==> src/logic/clic_core_pkg.sv <==
// controller-side types; source count and priority width fix the stack depth at one slot per level
`default_nettype none

package clic_core_pkg;

  localparam int unsigned NumSrc     = 4;
  localparam int unsigned PrioWidth  = 3;
  localparam int unsigned StackDepth = 8;

  typedef logic [PrioWidth-1:0]      prio_t;
  typedef logic [$clog2(NumSrc)-1:0] src_id_t;

  // counts 0..StackDepth inclusive
  typedef logic [3:0] level_t;

  typedef logic [31:0] pc_t;

  // handler word address, shifted left by two on use
  typedef logic [29:0] vec_addr_t;

  // pending sits at the LSB so csrrsi/csrrci reach it
  typedef struct packed {
    prio_t prio;
    logic  enabled;
    logic  pending;
  } clic_entry_t;

  // saved context, 37 bits
  typedef struct packed {
    pc_t     pc;
    prio_t   thresh;
    src_id_t id;
  } stack_entry_t;

  typedef enum logic {
    PcNormal    = 1'b0,
    PcInterrupt = 1'b1
  } pc_sel_e;

  // mie at bit 3, lower bits reserved
  typedef struct packed {
    logic       mie;
    logic [2:0] rsvd;
  } mstatus_t;

endpackage : clic_core_pkg

`default_nettype wire

==> src/logic/clic_csr_pkg.sv <==
// CSR map and request format; the 5-bit immediate travels in rs1_data_i[4:0] when use_imm is set
`default_nettype none

package clic_csr_pkg;

  typedef logic [11:0] csr_addr_t;
  typedef logic [31:0] word_t;

  // csrrw / csrrs / csrrc, plus idle
  typedef enum logic [1:0] {
    CsrOpNone  = 2'b00,
    CsrOpWrite = 2'b01,
    CsrOpSet   = 2'b10,
    CsrOpClear = 2'b11
  } csr_op_e;

  // 16 bits: en, addr, op, use_imm
  typedef struct packed {
    logic      en;
    csr_addr_t addr;
    csr_op_e   op;
    // take rs1_data_i[4:0] zero-extended instead of full rs1
    logic      use_imm;
  } clic_csr_req_t;

  // machine-level registers
  localparam csr_addr_t MStatusAddr    = 12'h300;
  localparam csr_addr_t MIntThreshAddr = 12'h347;
  localparam csr_addr_t StackDepthAddr = 12'h350;
  localparam csr_addr_t TimerCmpAddr   = 12'h400;

  // per-source banks, offset by source index
  localparam csr_addr_t VecCsrBase   = 12'hb00;
  localparam csr_addr_t EntryCsrBase = 12'hb40;

endpackage : clic_csr_pkg

`default_nettype wire

==> src/logic/clic_csr_reg.sv <==
// data_t must be at most 32 bits; a hardware write wins over a software write in the same cycle
`default_nettype none

module clic_csr_reg #(
  parameter clic_csr_pkg::csr_addr_t Addr = '0,
  parameter type data_t = logic [31:0]
) (
  input  logic                        clk,
  input  logic                        arst_n_i,
  input  clic_csr_pkg::clic_csr_req_t csr_req_i,
  input  clic_csr_pkg::word_t         rs1_data_i,
  input  logic                        ext_we_i,
  input  data_t                       ext_data_i,
  output data_t                       data_o,
  output clic_csr_pkg::word_t         rdata_o
);
  import clic_csr_pkg::*;

  data_t                    data_q;
  logic [$bits(data_t)-1:0] raw_q;
  word_t                    cur;
  word_t                    operand;
  word_t                    nxt;
  logic                     addr_hit;
  logic                     sw_we;

  assign addr_hit = (csr_req_i.addr == Addr);
  assign sw_we    = csr_req_i.en && addr_hit && (csr_req_i.op != CsrOpNone);

  // zimm is zero-extended
  assign operand = csr_req_i.use_imm ? word_t'(rs1_data_i[4:0]) : rs1_data_i;

  assign raw_q = data_q;
  assign cur   = word_t'(raw_q);

  always_comb begin
    case (csr_req_i.op)
      CsrOpWrite: nxt = operand;
      CsrOpSet:   nxt = cur | operand;
      CsrOpClear: nxt = cur & ~operand;
      default:    nxt = cur;
    endcase
  end

  always_ff @(posedge clk or negedge arst_n_i) begin
    if (!arst_n_i) begin
      data_q <= '0;
    end else if (ext_we_i) begin
      data_q <= ext_data_i;
    end else if (sw_we) begin
      // upper operand bits fall away for narrow registers
      data_q <= data_t'(nxt[$bits(data_t)-1:0]);
    end
  end

  assign data_o = data_q;

  // zero when not addressed, so the parent can OR reads together
  assign rdata_o = addr_hit ? cur : '0;

endmodule : clic_csr_reg

`default_nettype wire

==> src/logic/clic_epc_stack.sv <==
// push when full and pop when empty are dropped; data_o reads zero on an empty stack
`default_nettype none

module clic_epc_stack (
  input  logic                        clk,
  input  logic                        arst_n_i,
  input  logic                        push_i,
  input  logic                        pop_i,
  input  clic_core_pkg::stack_entry_t data_i,
  output clic_core_pkg::stack_entry_t data_o,
  output clic_core_pkg::level_t       level_o
);
  import clic_core_pkg::*;

  stack_entry_t                    mem_q [StackDepth];
  level_t                          level_q;
  logic [$clog2(StackDepth)-1:0]   wr_idx;
  logic [$clog2(StackDepth)-1:0]   top_idx;
  logic                            full;
  logic                            empty;

  assign full    = (level_q == level_t'(StackDepth));
  assign empty   = (level_q == '0);
  assign wr_idx  = level_q[$clog2(StackDepth)-1:0];
  assign top_idx = wr_idx - 1'b1;

  always_ff @(posedge clk or negedge arst_n_i) begin
    if (!arst_n_i) begin
      level_q <= '0;
    end else if (push_i && !full) begin
      level_q <= level_q + 1'b1;
    end else if (pop_i && !empty) begin
      level_q <= level_q - 1'b1;
    end
  end

  always_ff @(posedge clk) begin
    if (push_i && !full) begin
      mem_q[wr_idx] <= data_i;
    end
  end

  assign data_o  = empty ? '0 : mem_q[top_idx];
  assign level_o = level_q;

endmodule : clic_epc_stack

`default_nettype wire

==> src/logic/clic_prio_scan.sv <==
// purely combinational; eligible means enabled, pending and priority at or above the threshold
`default_nettype none

module clic_prio_scan (
  input  clic_core_pkg::clic_entry_t entries_i [clic_core_pkg::NumSrc],
  input  clic_core_pkg::prio_t       thresh_i,
  output logic                       found_o,
  output clic_core_pkg::src_id_t     best_id_o,
  output clic_core_pkg::prio_t       best_prio_o
);
  import clic_core_pkg::*;

  logic    found;
  src_id_t best_id;
  prio_t   best_prio;

  // linear walk, running max starts at the threshold
  always_comb begin
    found     = 1'b0;
    best_id   = '0;
    best_prio = thresh_i;
    for (int k = 0; k < NumSrc; k++) begin
      // >= lets a later index take a tie
      if (entries_i[k].enabled && entries_i[k].pending &&
          (entries_i[k].prio >= best_prio)) begin
        found     = 1'b1;
        best_id   = src_id_t'(k);
        best_prio = entries_i[k].prio;
      end
    end
  end

  assign found_o     = found;
  assign best_id_o   = best_id;
  assign best_prio_o = best_prio;

endmodule : clic_prio_scan

`default_nettype wire

==> src/logic/clic_timer.sv <==
// 32-bit wrapping counter; a compare value of zero disables the match strobe
`default_nettype none

module clic_timer (
  input  logic                        clk,
  input  logic                        arst_n_i,
  input  clic_csr_pkg::clic_csr_req_t csr_req_i,
  input  clic_csr_pkg::word_t         rs1_data_i,
  output clic_csr_pkg::word_t         rdata_o,
  output logic                        match_o
);
  import clic_csr_pkg::*;

  word_t count_q;
  word_t cmp;

  // compare register, software only
  clic_csr_reg #(
    .Addr  (TimerCmpAddr),
    .data_t(word_t)
  ) u_cmp (
    .clk       (clk),
    .arst_n_i  (arst_n_i),
    .csr_req_i (csr_req_i),
    .rs1_data_i(rs1_data_i),
    .ext_we_i  (1'b0),
    .ext_data_i('0),
    .data_o    (cmp),
    .rdata_o   (rdata_o)
  );

  // free-running, wraps at 2^32
  always_ff @(posedge clk or negedge arst_n_i) begin
    if (!arst_n_i) begin
      count_q <= '0;
    end else begin
      count_q <= count_q + 32'd1;
    end
  end

  // one cycle wide since the counter moves on every cycle
  assign match_o = (cmp != '0) && (count_q == cmp);

endmodule : clic_timer

`default_nettype wire

==> src/logic/clic_top.sv <==
// all-ones pc_i marks a return; pc_i must hold steady through the decision cycle, no back-pressure
`default_nettype none

module clic_top (
  input  logic                              clk,
  input  logic                              arst_n_i,
  input  clic_csr_pkg::clic_csr_req_t       csr_req_i,
  input  clic_csr_pkg::word_t               rs1_data_i,
  input  clic_core_pkg::pc_t                pc_i,
  input  logic [clic_core_pkg::NumSrc-1:1]  irq_i,
  output clic_csr_pkg::word_t               csr_rdata_o,
  output clic_core_pkg::pc_t                int_addr_o,
  output clic_core_pkg::src_id_t            int_id_o,
  output clic_core_pkg::prio_t              int_prio_o,
  output clic_core_pkg::pc_sel_e            pc_sel_o,
  output clic_core_pkg::level_t             level_o,
  output logic                              interrupt_o,
  output logic                              tail_chain_o
);
  import clic_csr_pkg::*;
  import clic_core_pkg::*;

  mstatus_t     mstatus_q;
  prio_t        thresh_q;
  vec_addr_t    vec_q        [NumSrc];
  clic_entry_t  entry_q      [NumSrc];
  word_t        mstatus_rdata;
  word_t        thresh_rdata;
  word_t        timer_rdata;
  word_t        vec_rdata    [NumSrc];
  word_t        entry_rdata  [NumSrc];
  word_t        rdata;

  logic         thresh_we;
  prio_t        thresh_wd;
  logic         entry_we     [NumSrc];
  clic_entry_t  entry_wd     [NumSrc];

  logic         timer_match;
  logic [NumSrc-1:0] src_pend;
  logic         found;
  src_id_t      best_id;
  prio_t        best_prio;
  logic         take;
  logic         tail;
  logic         ret;
  logic         is_ret_pc;
  stack_entry_t push_data;
  stack_entry_t stack_top;
  src_id_t      cur_id_q;

  clic_csr_reg #(
    .Addr  (MStatusAddr),
    .data_t(mstatus_t)
  ) u_mstatus (
    .clk, .arst_n_i, .csr_req_i, .rs1_data_i,
    .ext_we_i  (1'b0),
    .ext_data_i('0),
    .data_o    (mstatus_q),
    .rdata_o   (mstatus_rdata)
  );

  clic_csr_reg #(
    .Addr  (MIntThreshAddr),
    .data_t(prio_t)
  ) u_thresh (
    .clk, .arst_n_i, .csr_req_i, .rs1_data_i,
    .ext_we_i  (thresh_we),
    .ext_data_i(thresh_wd),
    .data_o    (thresh_q),
    .rdata_o   (thresh_rdata)
  );

  for (genvar k = 0; k < NumSrc; k++) begin : gen_src
    clic_csr_reg #(
      .Addr  (VecCsrBase + csr_addr_t'(k)),
      .data_t(vec_addr_t)
    ) u_vec (
      .clk, .arst_n_i, .csr_req_i, .rs1_data_i,
      .ext_we_i  (1'b0),
      .ext_data_i('0),
      .data_o    (vec_q[k]),
      .rdata_o   (vec_rdata[k])
    );

    clic_csr_reg #(
      .Addr  (EntryCsrBase + csr_addr_t'(k)),
      .data_t(clic_entry_t)
    ) u_entry (
      .clk, .arst_n_i, .csr_req_i, .rs1_data_i,
      .ext_we_i  (entry_we[k]),
      .ext_data_i(entry_wd[k]),
      .data_o    (entry_q[k]),
      .rdata_o   (entry_rdata[k])
    );
  end

  clic_timer u_timer (
    .clk, .arst_n_i, .csr_req_i, .rs1_data_i,
    .rdata_o(timer_rdata),
    .match_o(timer_match)
  );

  clic_prio_scan u_scan (
    .entries_i  (entry_q),
    .thresh_i   (thresh_q),
    .found_o    (found),
    .best_id_o  (best_id),
    .best_prio_o(best_prio)
  );

  assign push_data = '{pc: pc_i, thresh: thresh_q, id: cur_id_q};

  clic_epc_stack u_stack (
    .clk, .arst_n_i,
    .push_i (take),
    .pop_i  (ret),
    .data_i (push_data),
    .data_o (stack_top),
    .level_o(level_o)
  );

  // source 0 is the timer, the rest are external strobes
  assign src_pend  = {irq_i, timer_match};
  assign is_ret_pc = (pc_i == '1);

  // take beats tail-chain beats return
  always_comb begin
    take = 1'b0;
    tail = 1'b0;
    ret  = 1'b0;
    if (mstatus_q.mie) begin
      if (found && (best_prio > thresh_q)) begin
        take = 1'b1;
      end else if (is_ret_pc && found) begin
        tail = 1'b1;
      end else if (is_ret_pc) begin
        ret = 1'b1;
      end
    end
  end

  assign interrupt_o  = take | tail;
  assign tail_chain_o = tail;
  assign pc_sel_o     = (take | tail | ret) ? PcInterrupt : PcNormal;

  always_comb begin
    if (take || tail) begin
      int_addr_o = {vec_q[best_id], 2'b00};
      int_id_o   = best_id;
      int_prio_o = best_prio;
    end else if (ret) begin
      int_addr_o = stack_top.pc;
      int_id_o   = stack_top.id;
      int_prio_o = stack_top.thresh;
    end else begin
      int_addr_o = pc_i;
      int_id_o   = cur_id_q;
      int_prio_o = thresh_q;
    end
  end

  // threshold follows the taken priority, or comes back from the stack
  assign thresh_we = take | tail | ret;
  assign thresh_wd = ret ? stack_top.thresh : best_prio;

  // pend set from strobes, clear on take; clear wins
  always_comb begin
    for (int k = 0; k < NumSrc; k++) begin
      entry_we[k] = 1'b0;
      entry_wd[k] = entry_q[k];
      if (src_pend[k]) begin
        entry_we[k]         = 1'b1;
        entry_wd[k].pending = 1'b1;
      end
      if ((take || tail) && (best_id == src_id_t'(k))) begin
        entry_we[k]         = 1'b1;
        entry_wd[k].pending = 1'b0;
      end
    end
  end

  always_ff @(posedge clk or negedge arst_n_i) begin
    if (!arst_n_i) begin
      cur_id_q <= '0;
    end else if (take || tail) begin
      cur_id_q <= best_id;
    end else if (ret) begin
      cur_id_q <= stack_top.id;
    end
  end

  // every register reads zero unless addressed
  always_comb begin
    rdata = mstatus_rdata | thresh_rdata | timer_rdata;
    if (csr_req_i.addr == StackDepthAddr) begin
      rdata = rdata | word_t'(level_o);
    end
    for (int k = 0; k < NumSrc; k++) begin
      rdata = rdata | vec_rdata[k] | entry_rdata[k];
    end
  end

  assign csr_rdata_o = rdata;

endmodule : clic_top

`default_nettype wire

==> config.mk <==
export PLATFORM = sky130hd
export DESIGN_NAME = clic_top
export DESIGN_NICKNAME = d
export VERILOG_FILES = /design/src/logic/clic_core_pkg.sv /design/src/logic/clic_csr_pkg.sv /design/src/logic/clic_csr_reg.sv /design/src/logic/clic_epc_stack.sv /design/src/logic/clic_prio_scan.sv /design/src/logic/clic_timer.sv /design/src/logic/clic_top.sv
export SDC_FILE = /design/constraint.sdc
export NUM_CORES = 1
export LEC_CHECK = 0
export ABC_AREA = 1
export ABC_CLOCK_PERIOD_IN_PS = 8600
export BUFFER_PORTS_ARGS = -buffer_cell sky130_fd_sc_hd__buf_2
export CAP_MARGIN = 20
export CORE_MARGIN = 8
export CORE_UTILIZATION = 30
export CTS_CLUSTER_SIZE = 14
export DETAILED_ROUTE_END_ITERATION = 7
export PLACE_DENSITY = 0.42
export SKIP_CTS_REPAIR_TIMING = 1
export SLEW_MARGIN = 10
export SYNTH_ARGS = -nofsm -noshare
export SYNTH_HDL_FRONTEND = slang
export SYNTH_SLANG_ARGS = --single-unit
==> constraint.sdc <==
create_clock -name clk -period 8.6 [get_ports clk]
set_clock_uncertainty 0.15 [all_clocks]
set_input_delay 0.86 -clock clk [delete_from_list [all_inputs] [get_ports clk]]
set_output_delay 0.86 -clock clk [all_outputs]
set_load 0.005 [all_outputs]
---- Yosys cells after proc, flatten, opt, wreduce, memory -nomap -nowiden ----
Memories as Yosys holds them, arrays and structs flattened.
Cells that the tools add are included.
storage, ports and cells
  bits in registers ....................... 217
  memory bits (writable) .................. 296
  input port bits ......................... 85
  output and inout bits ................... 76
  word-level logic and storage cells ...... 259
  memories ................................ 1
memories
  memory         depth  width  read ports  clocked after Yosys merged registers in  write ports  line                  source
  u_stack.mem_q  8      37     1           0                                        1            clic_epc_stack.sv:15  stack_entry_t mem_q [StackDepth];
operators by class
  $add $sub $neg .......................... 4
  $lt $le $gt $ge ......................... 6
  eq/ne operators ......................... 25
  muxes and demuxes ....................... 86
  bitwise gates (word level) .............. 41
  reductions and logical operators ........ 73
operators with widths
  operator                 count
  $pmux W30 S3             4
  $or A32 B32 Y32          11
  $mux W30                 6
  $mux W32                 5
  $and A30 B30 Y30         4
  $or A30 B30 Y30          4
  $eq A12 B12 Y1 const B   8
  $pmux W32 S3             1
  $bmux W30 S2             1
  $pmux W5 S3              4
  $mux W1                  41
  $logic_and A1 B1 Y1      39
  $mux W37                 1
  $eq A12 B10 Y1 const B   3
  $add A32 B1 Y32 const B  1
  $and A32 B32 Y32         1
  $eq A32 B32 Y1           1
  $eq A32 B32 Y1 const B   1
  $not A32 Y32             1
  $or A32 B4 Y32           1
  $reduce_bool A32 Y1      1
  $mux W3                  10
  $reduce_and A3 Y1        8
  $and A5 B5 Y5            4
  32 further kinds         74

---- Longest topological paths before layout ----
  depth in word-level cells ............... 21
  depth in mapped cells ................... 53

---- Cells and area by module ----
From an unflattened synthesis, not the netlist that was laid out.
unflattened totals
  cell total of the unflattened synthesis .. 4913
  area total of the unflattened synthesis .. 34611.9 um2
modules (own cells, without submodules)
  module                                  times used  cells an instance  area an instance (um2)  sequential area each (um2)
  clic_epc_stack                          1           1043               12221.7                 8988.6
  clic_csr_reg at gen_src[1].u_vec ...    2           407                2387.3                  750.7
  clic_top                                1           607                3020.4                  50.0
  clic_csr_reg at u_timer.u_cmp           1           484                2701.3                  800.8
  clic_csr_reg at gen_src[0].u_vec        1           455                2577.5                  750.7
  clic_csr_reg at gen_src[3].u_vec        1           456                2561.2                  750.7
  clic_timer                              1           348                2332.2                  800.8
  clic_csr_reg at gen_src[1].u_entry ...  2           113                691.9                   125.1
  clic_csr_reg at gen_src[0].u_entry      1           103                680.7                   125.1
  clic_csr_reg at gen_src[3].u_entry      1           104                675.6                   125.1
  clic_csr_reg at u_mstatus               1           97                 604.3                   100.1
  clic_csr_reg at u_thresh                1           87                 561.8                   75.1
  clic_prio_scan                          1           89                 516.7                   0.0

---- Worst setup path after synthesis ----
No wires, ideal clock.
  kind .................................... reg-to-reg
  start ................................... register u_thresh.data_q (netlist bit u_thresh.data_o[2])
  end ..................................... memory u_stack.mem_q[1][0] (netlist bit) (enable)
  library setup time ...................... 0.431 ns
  arrival time ............................ 7.107 ns
  required time ........................... 8.019 ns
  path slack .............................. 0.912 ns
  cell stages (with the launch flop) ...... 46
  buffers on the path ..................... 0
  clock period less this slack ............ 7.688 ns
  cell sequence ........................... dfrtp_1 -> inv_1 -> ha_1 -> a21oi_1 -> nand2_2 -> nand2_2 -> nand2_1 -> o21ai_0 -> ha_1 -> inv_1 -> nand2_1 -> o21ai_0 -> inv_1 -> nand2_1 -> nand2_2 -> nand2_2 -> nand2_1 -> o21ai_0 -> [... 10 more ...] -> ha_1 -> nand3_1 -> o211ai_1 -> nand2_1 -> inv_2 -> nand2_1 -> o21ai_0 -> ha_1 -> nand2_1 -> nor2_1 -> a211oi_1 -> a31oi_1 -> inv_1 -> nor2_1 -> o211ai_1 -> inv_1 -> nand2_1 -> nor2_1
on the way
  longest elaborated chain between the ends .. 19
  elaborated cells on any way between the ends .. 23
ends and longest elaborated chain
  element                          line                  source
  from (decl)                      clic_csr_reg.sv:19    data_t data_q;
  from (signal assigned)           clic_csr_reg.sv:49    data_q <= ext_data_i;
  from (signal assigned)           clic_csr_reg.sv:52    data_q <= data_t'(nxt[$bits(data_t)-1:0]);
  $ge A3 B3 Y1                     clic_prio_scan.sv:25  (entries_i[k].prio >= best_prio)) begin
  $logic_and A1 B1 Y1              clic_prio_scan.sv:24  if (entries_i[k].enabled && entries_i[k].pending &&
  $mux W3                          clic_prio_scan.sv:24
  $ge A3 B3 Y1                     clic_prio_scan.sv:25
  $logic_and A1 B1 Y1              clic_prio_scan.sv:24
  $mux W3                          clic_prio_scan.sv:24
  $ge A3 B3 Y1                     clic_prio_scan.sv:25
  $logic_and A1 B1 Y1              clic_prio_scan.sv:24
  [... 3 more ...]                 n/a
  $mux W3                          clic_prio_scan.sv:24
  $gt A3 B3 Y1                     clic_top.sv:133       if (found && (best_prio > thresh_q)) begin
  $logic_and A1 B1 Y1 *            clic_top.sv:133
  $mux W1 *                        clic_top.sv:133
  $mux W1 *                        clic_top.sv:132       if (mstatus_q.mie) begin
  $logic_and A1 B1 Y1 *            clic_epc_stack.sv:38  if (push_i && !full) begin
  $mux W1 *                        clic_epc_stack.sv:38
  $mux W1 (not written as such) *  clic_epc_stack.sv:39  mem_q[wr_idx] <= data_i;
  to (decl)                        clic_epc_stack.sv:15
Every way passes the cells marked *; elsewhere a longest branch is shown, timed or not.

---- Worst setup path after layout ----
  start ................................... register u_thresh.data_q (netlist bit u_thresh.data_o[2])
  end ..................................... output int_addr_o[3]
on the way
  longest elaborated chain between the ends .. 18
  elaborated cells on any way between the ends .. 37
ends and longest elaborated chain
  element                                              line                              source
  $ge A3 B3 Y1                                         clic_prio_scan.sv:25
  $logic_and A1 B1 Y1                                  clic_prio_scan.sv:24
  $mux W3                                              clic_prio_scan.sv:24
  $ge A3 B3 Y1                                         clic_prio_scan.sv:25
  $logic_and A1 B1 Y1                                  clic_prio_scan.sv:24
  $mux W3                                              clic_prio_scan.sv:24
  $ge A3 B3 Y1                                         clic_prio_scan.sv:25
  $logic_and A1 B1 Y1                                  clic_prio_scan.sv:24
  [... 2 more ...]                                     n/a
  $logic_and A1 B1 Y1                                  clic_prio_scan.sv:24
  $mux W3 or $mux W1 (tied branches)                   clic_prio_scan.sv:24
  $gt A3 B3 Y1 or $logic_and A1 B1 Y1 (tied branches)  clic_top.sv:133, clic_top.sv:135
  $logic_and A1 B1 Y1 or $mux W1 (tied branches)       clic_top.sv:133, clic_top.sv:135
  $mux W1                                              clic_top.sv:133
  $mux W1                                              clic_top.sv:132
  $mux W32 or $logic_or A1 B1 Y1 (tied branches)       clic_top.sv:152, clic_top.sv:148
  $mux W32 *                                           clic_top.sv:148                   if (take || tail) begin
  to (decl)                                            clic_top.sv:12                    output clic_core_pkg::pc_t int_addr_o,
Every way passes the cells marked *; elsewhere a longest branch is shown, timed or not. The select of a mux whose other input is x is not followed.

==> results.tsv <==
metric	value	unit
Post-synth EDFFs	296	
post-synthesis sequential area ratio	57.48	%
Primary FF master, synth	edfxtp_1	
# DRC	0	
CTS tree	yes	
most frequent cells in the layout	527 x nand2_1, 441 x o21ai_0, 296 x edfxtp_1	
leading cell type in the layout, fill and taps excluded	nand2_1	
number of port buffers	160	
unrepaired setup endpoints after global routing	no	
initial drt markers	1961	
Final min period	7.972	ns
Sink Count	513	
Arr. time, crit path	6.96	ns
max-cap violation count	0	
Worst-Margin Slew	1.045	ns
final hold violation count	0	
Post-Route WL	94400	um
#FFs+latches synth	513	
peak supply drop	166.8	uV
worst path bufs/invs	9	
final setup vio count	0	
Tot GR Track Use	19.67	%
fin crit share	92.70	%
Clk Latency, worst-skew pair	0.64	ns
Max Freq	125.4	MHz
DRT antenna net count	0	
total grt overflow	0	
Die H	304.2	um
initial core utilization	30.34	%
crit path kind	register to primary output	
CP Launch Type	register	
GPL Wtd Cong	0.8588	
final net count	2883	
initial antenna violation count	8	
synth unique cells	54	
synthesized net count	2744	
CP dominant cell by count	nand2_1	
CP top delay family	simple AND/OR/NAND/NOR gates	
Synth Warn #	0	
Via Count	20897	
cell row count	105	
post-synthesis area per instance	9.447	um2
Area after DPL	0.02698	mm2
clk slew on worst S/H paths	0.06	ns
Core Area	0.08211	mm2
fraction of layout cells with a size suffix above 1	13.36	%
CTS H-tree lvls	2	
Root Driver	clkbuf_16	
io pins	161	
ys async rst share	42.30	%
Critical Path RT	7.59	ns
Die Area	0.09252	mm2
Wirelength per Cell	24.23	um
Slew HR	30.22	%
HP Class	register to register	
P_leak	11.44	nW
design area	0.02908	mm2
Max Slew Vio Count	0	
CP Capture Type	primary output	
Area Growth Syn to Fin	16.72	%
pwr/cell area	191.7	mW/mm2
crit path max fanout	9	
vias in the first global route	20462	
largest net degree at the start of global routing	171	
CTS max path bufs	3	
status	finished, final reports clean	
Detailed Routing Iterations Pass 1	6	
Num CTS Buffers	59	
DP HPWL	60390	um
Mapped Area	0.02491	mm2
Total Power	5.573	mW
first-pass GRT wire length	138600	um
vias per cell	5.364	
Slowest Stage Delay on Critical Path	0.45	ns
Die W	304.2	um
Mapped Cells	2637	
slowest CP cell	dfrtp_2	
power by group:
part / total [mW] / internal [mW] / switching, mW
clock network: 2.50 / 1.44 / 1.06
registers: 2.63 / 2.61 / 0.0144
logic: 0.443 / 0.112 / 0.331
total: 5.57 / 4.17 / 1.40
state kept, by name, summed over array words and instances, names as in the netlist:
register and count:
u_thresh.data_o 3, u_stack.mem_q 296, u_mstatus.data_o 4, gen_src.u_entry.data_o 20
gen_src.u_vec.data_o 120, u_timer.count_q 32, cur_id_q 2, u_timer.u_cmp.data_o 32
u_stack.level_o 4
Yosys cell counts, types with 15 or more instances:
library cell	count	area [um2]
nand2_1	528	1982
o21ai_0	443	2217
edfxtp_1	296	8889
dfrtp_1	217	5430
inv_1	189	709.4
nor2_1	175	656.9
nand3_1	135	675.7
clkbuf_1	107	401.6
a21oi_1	96	480.5
nand4_1	76	475.5
o22ai_1	47	294.0
o211ai_1	40	300.3
a32o_1	35	350.3
xnor2_1	30	262.8
a22o_1	26	227.7
ha_1	21	262.8
xor2_1	20	175.2
buf_2	15	75.07
nand2_2	15	93.84
nor3_1	15	75.07
layer usage:
metal	vias up	track usage (%)	wire (um)
met3	149	4.068	6500
met5	-	0	27
met1	10441	25.84	40580
met2	722	32.42	44330
met4	4	6.131	2953
li1	9581	-	-
final cells by class:
type / count / area, um2
antenna: 4 / 10.01
tap: 1070 / 1339
timing repair buffer: 215 / 1366
clock buffer: 82 / 1675
sequential: 513 / 14330
inverter: 202 / 765.7
multi-input combinational: 1785 / 9374
fill: 8332 / 53030
clock inverter: 25 / 220.2
cells by family after synthesis:
group	after synthesis	synth area share, %
xor gates and xnor gates	50	1.758
DFF	513	57.48
AOI/OAI and AO/OA	722	16.64
adders and majority gates	22	1.135
buffers and inverters	340	5.379
and+or+nand+nor	990	17.61
stage by stage:
| stage | hold slack (ns) | setup slack, ns | utilization, % | TNS (ns) | std cells |
|---|---|---|---|---|---|
| after floorplan | 0.3243 | 0.9121 | - | 0 | 2637 |
| after CTS | -0.01322 | -0.2658 | 35.17 | -4.453 | 3877 |
| final | 0.3550 | 0.6280 | 35.41 | 0 | 3896 |
| after global routing | 0.3811 | 0.04164 | 35.40 | 0 | 3894 |
| after detailed placement | 0.3537 | 0.4343 | 32.86 | 0 | 3770 |
| after global placement | 0.3439 | 0.5711 | 32.85 | 0 | 3769 |
path summary, 6_finish.rpt:
check                              startpoint                            to  slack (ns)  cells after the start
hold / removal             u_timer.count_q[0]            u_timer.count_q[0]        0.35                      1
setup / recovery           u_thresh.data_o[2]                 int_addr_o[3]        0.63                     47
max in group asynchronous            arst_n_i           u_timer.count_q[31]        6.34                      3
hold reg to reg            u_timer.count_q[0]            u_timer.count_q[0]        0.35                      1
setup reg to reg           u_thresh.data_o[2]           u_stack.mem_q[6][8]        1.19                     46
min in group asynchronous            arst_n_i  gen_src[3].u_entry.data_o[1]        0.59                      2
(Power assumes the default switching activity.)
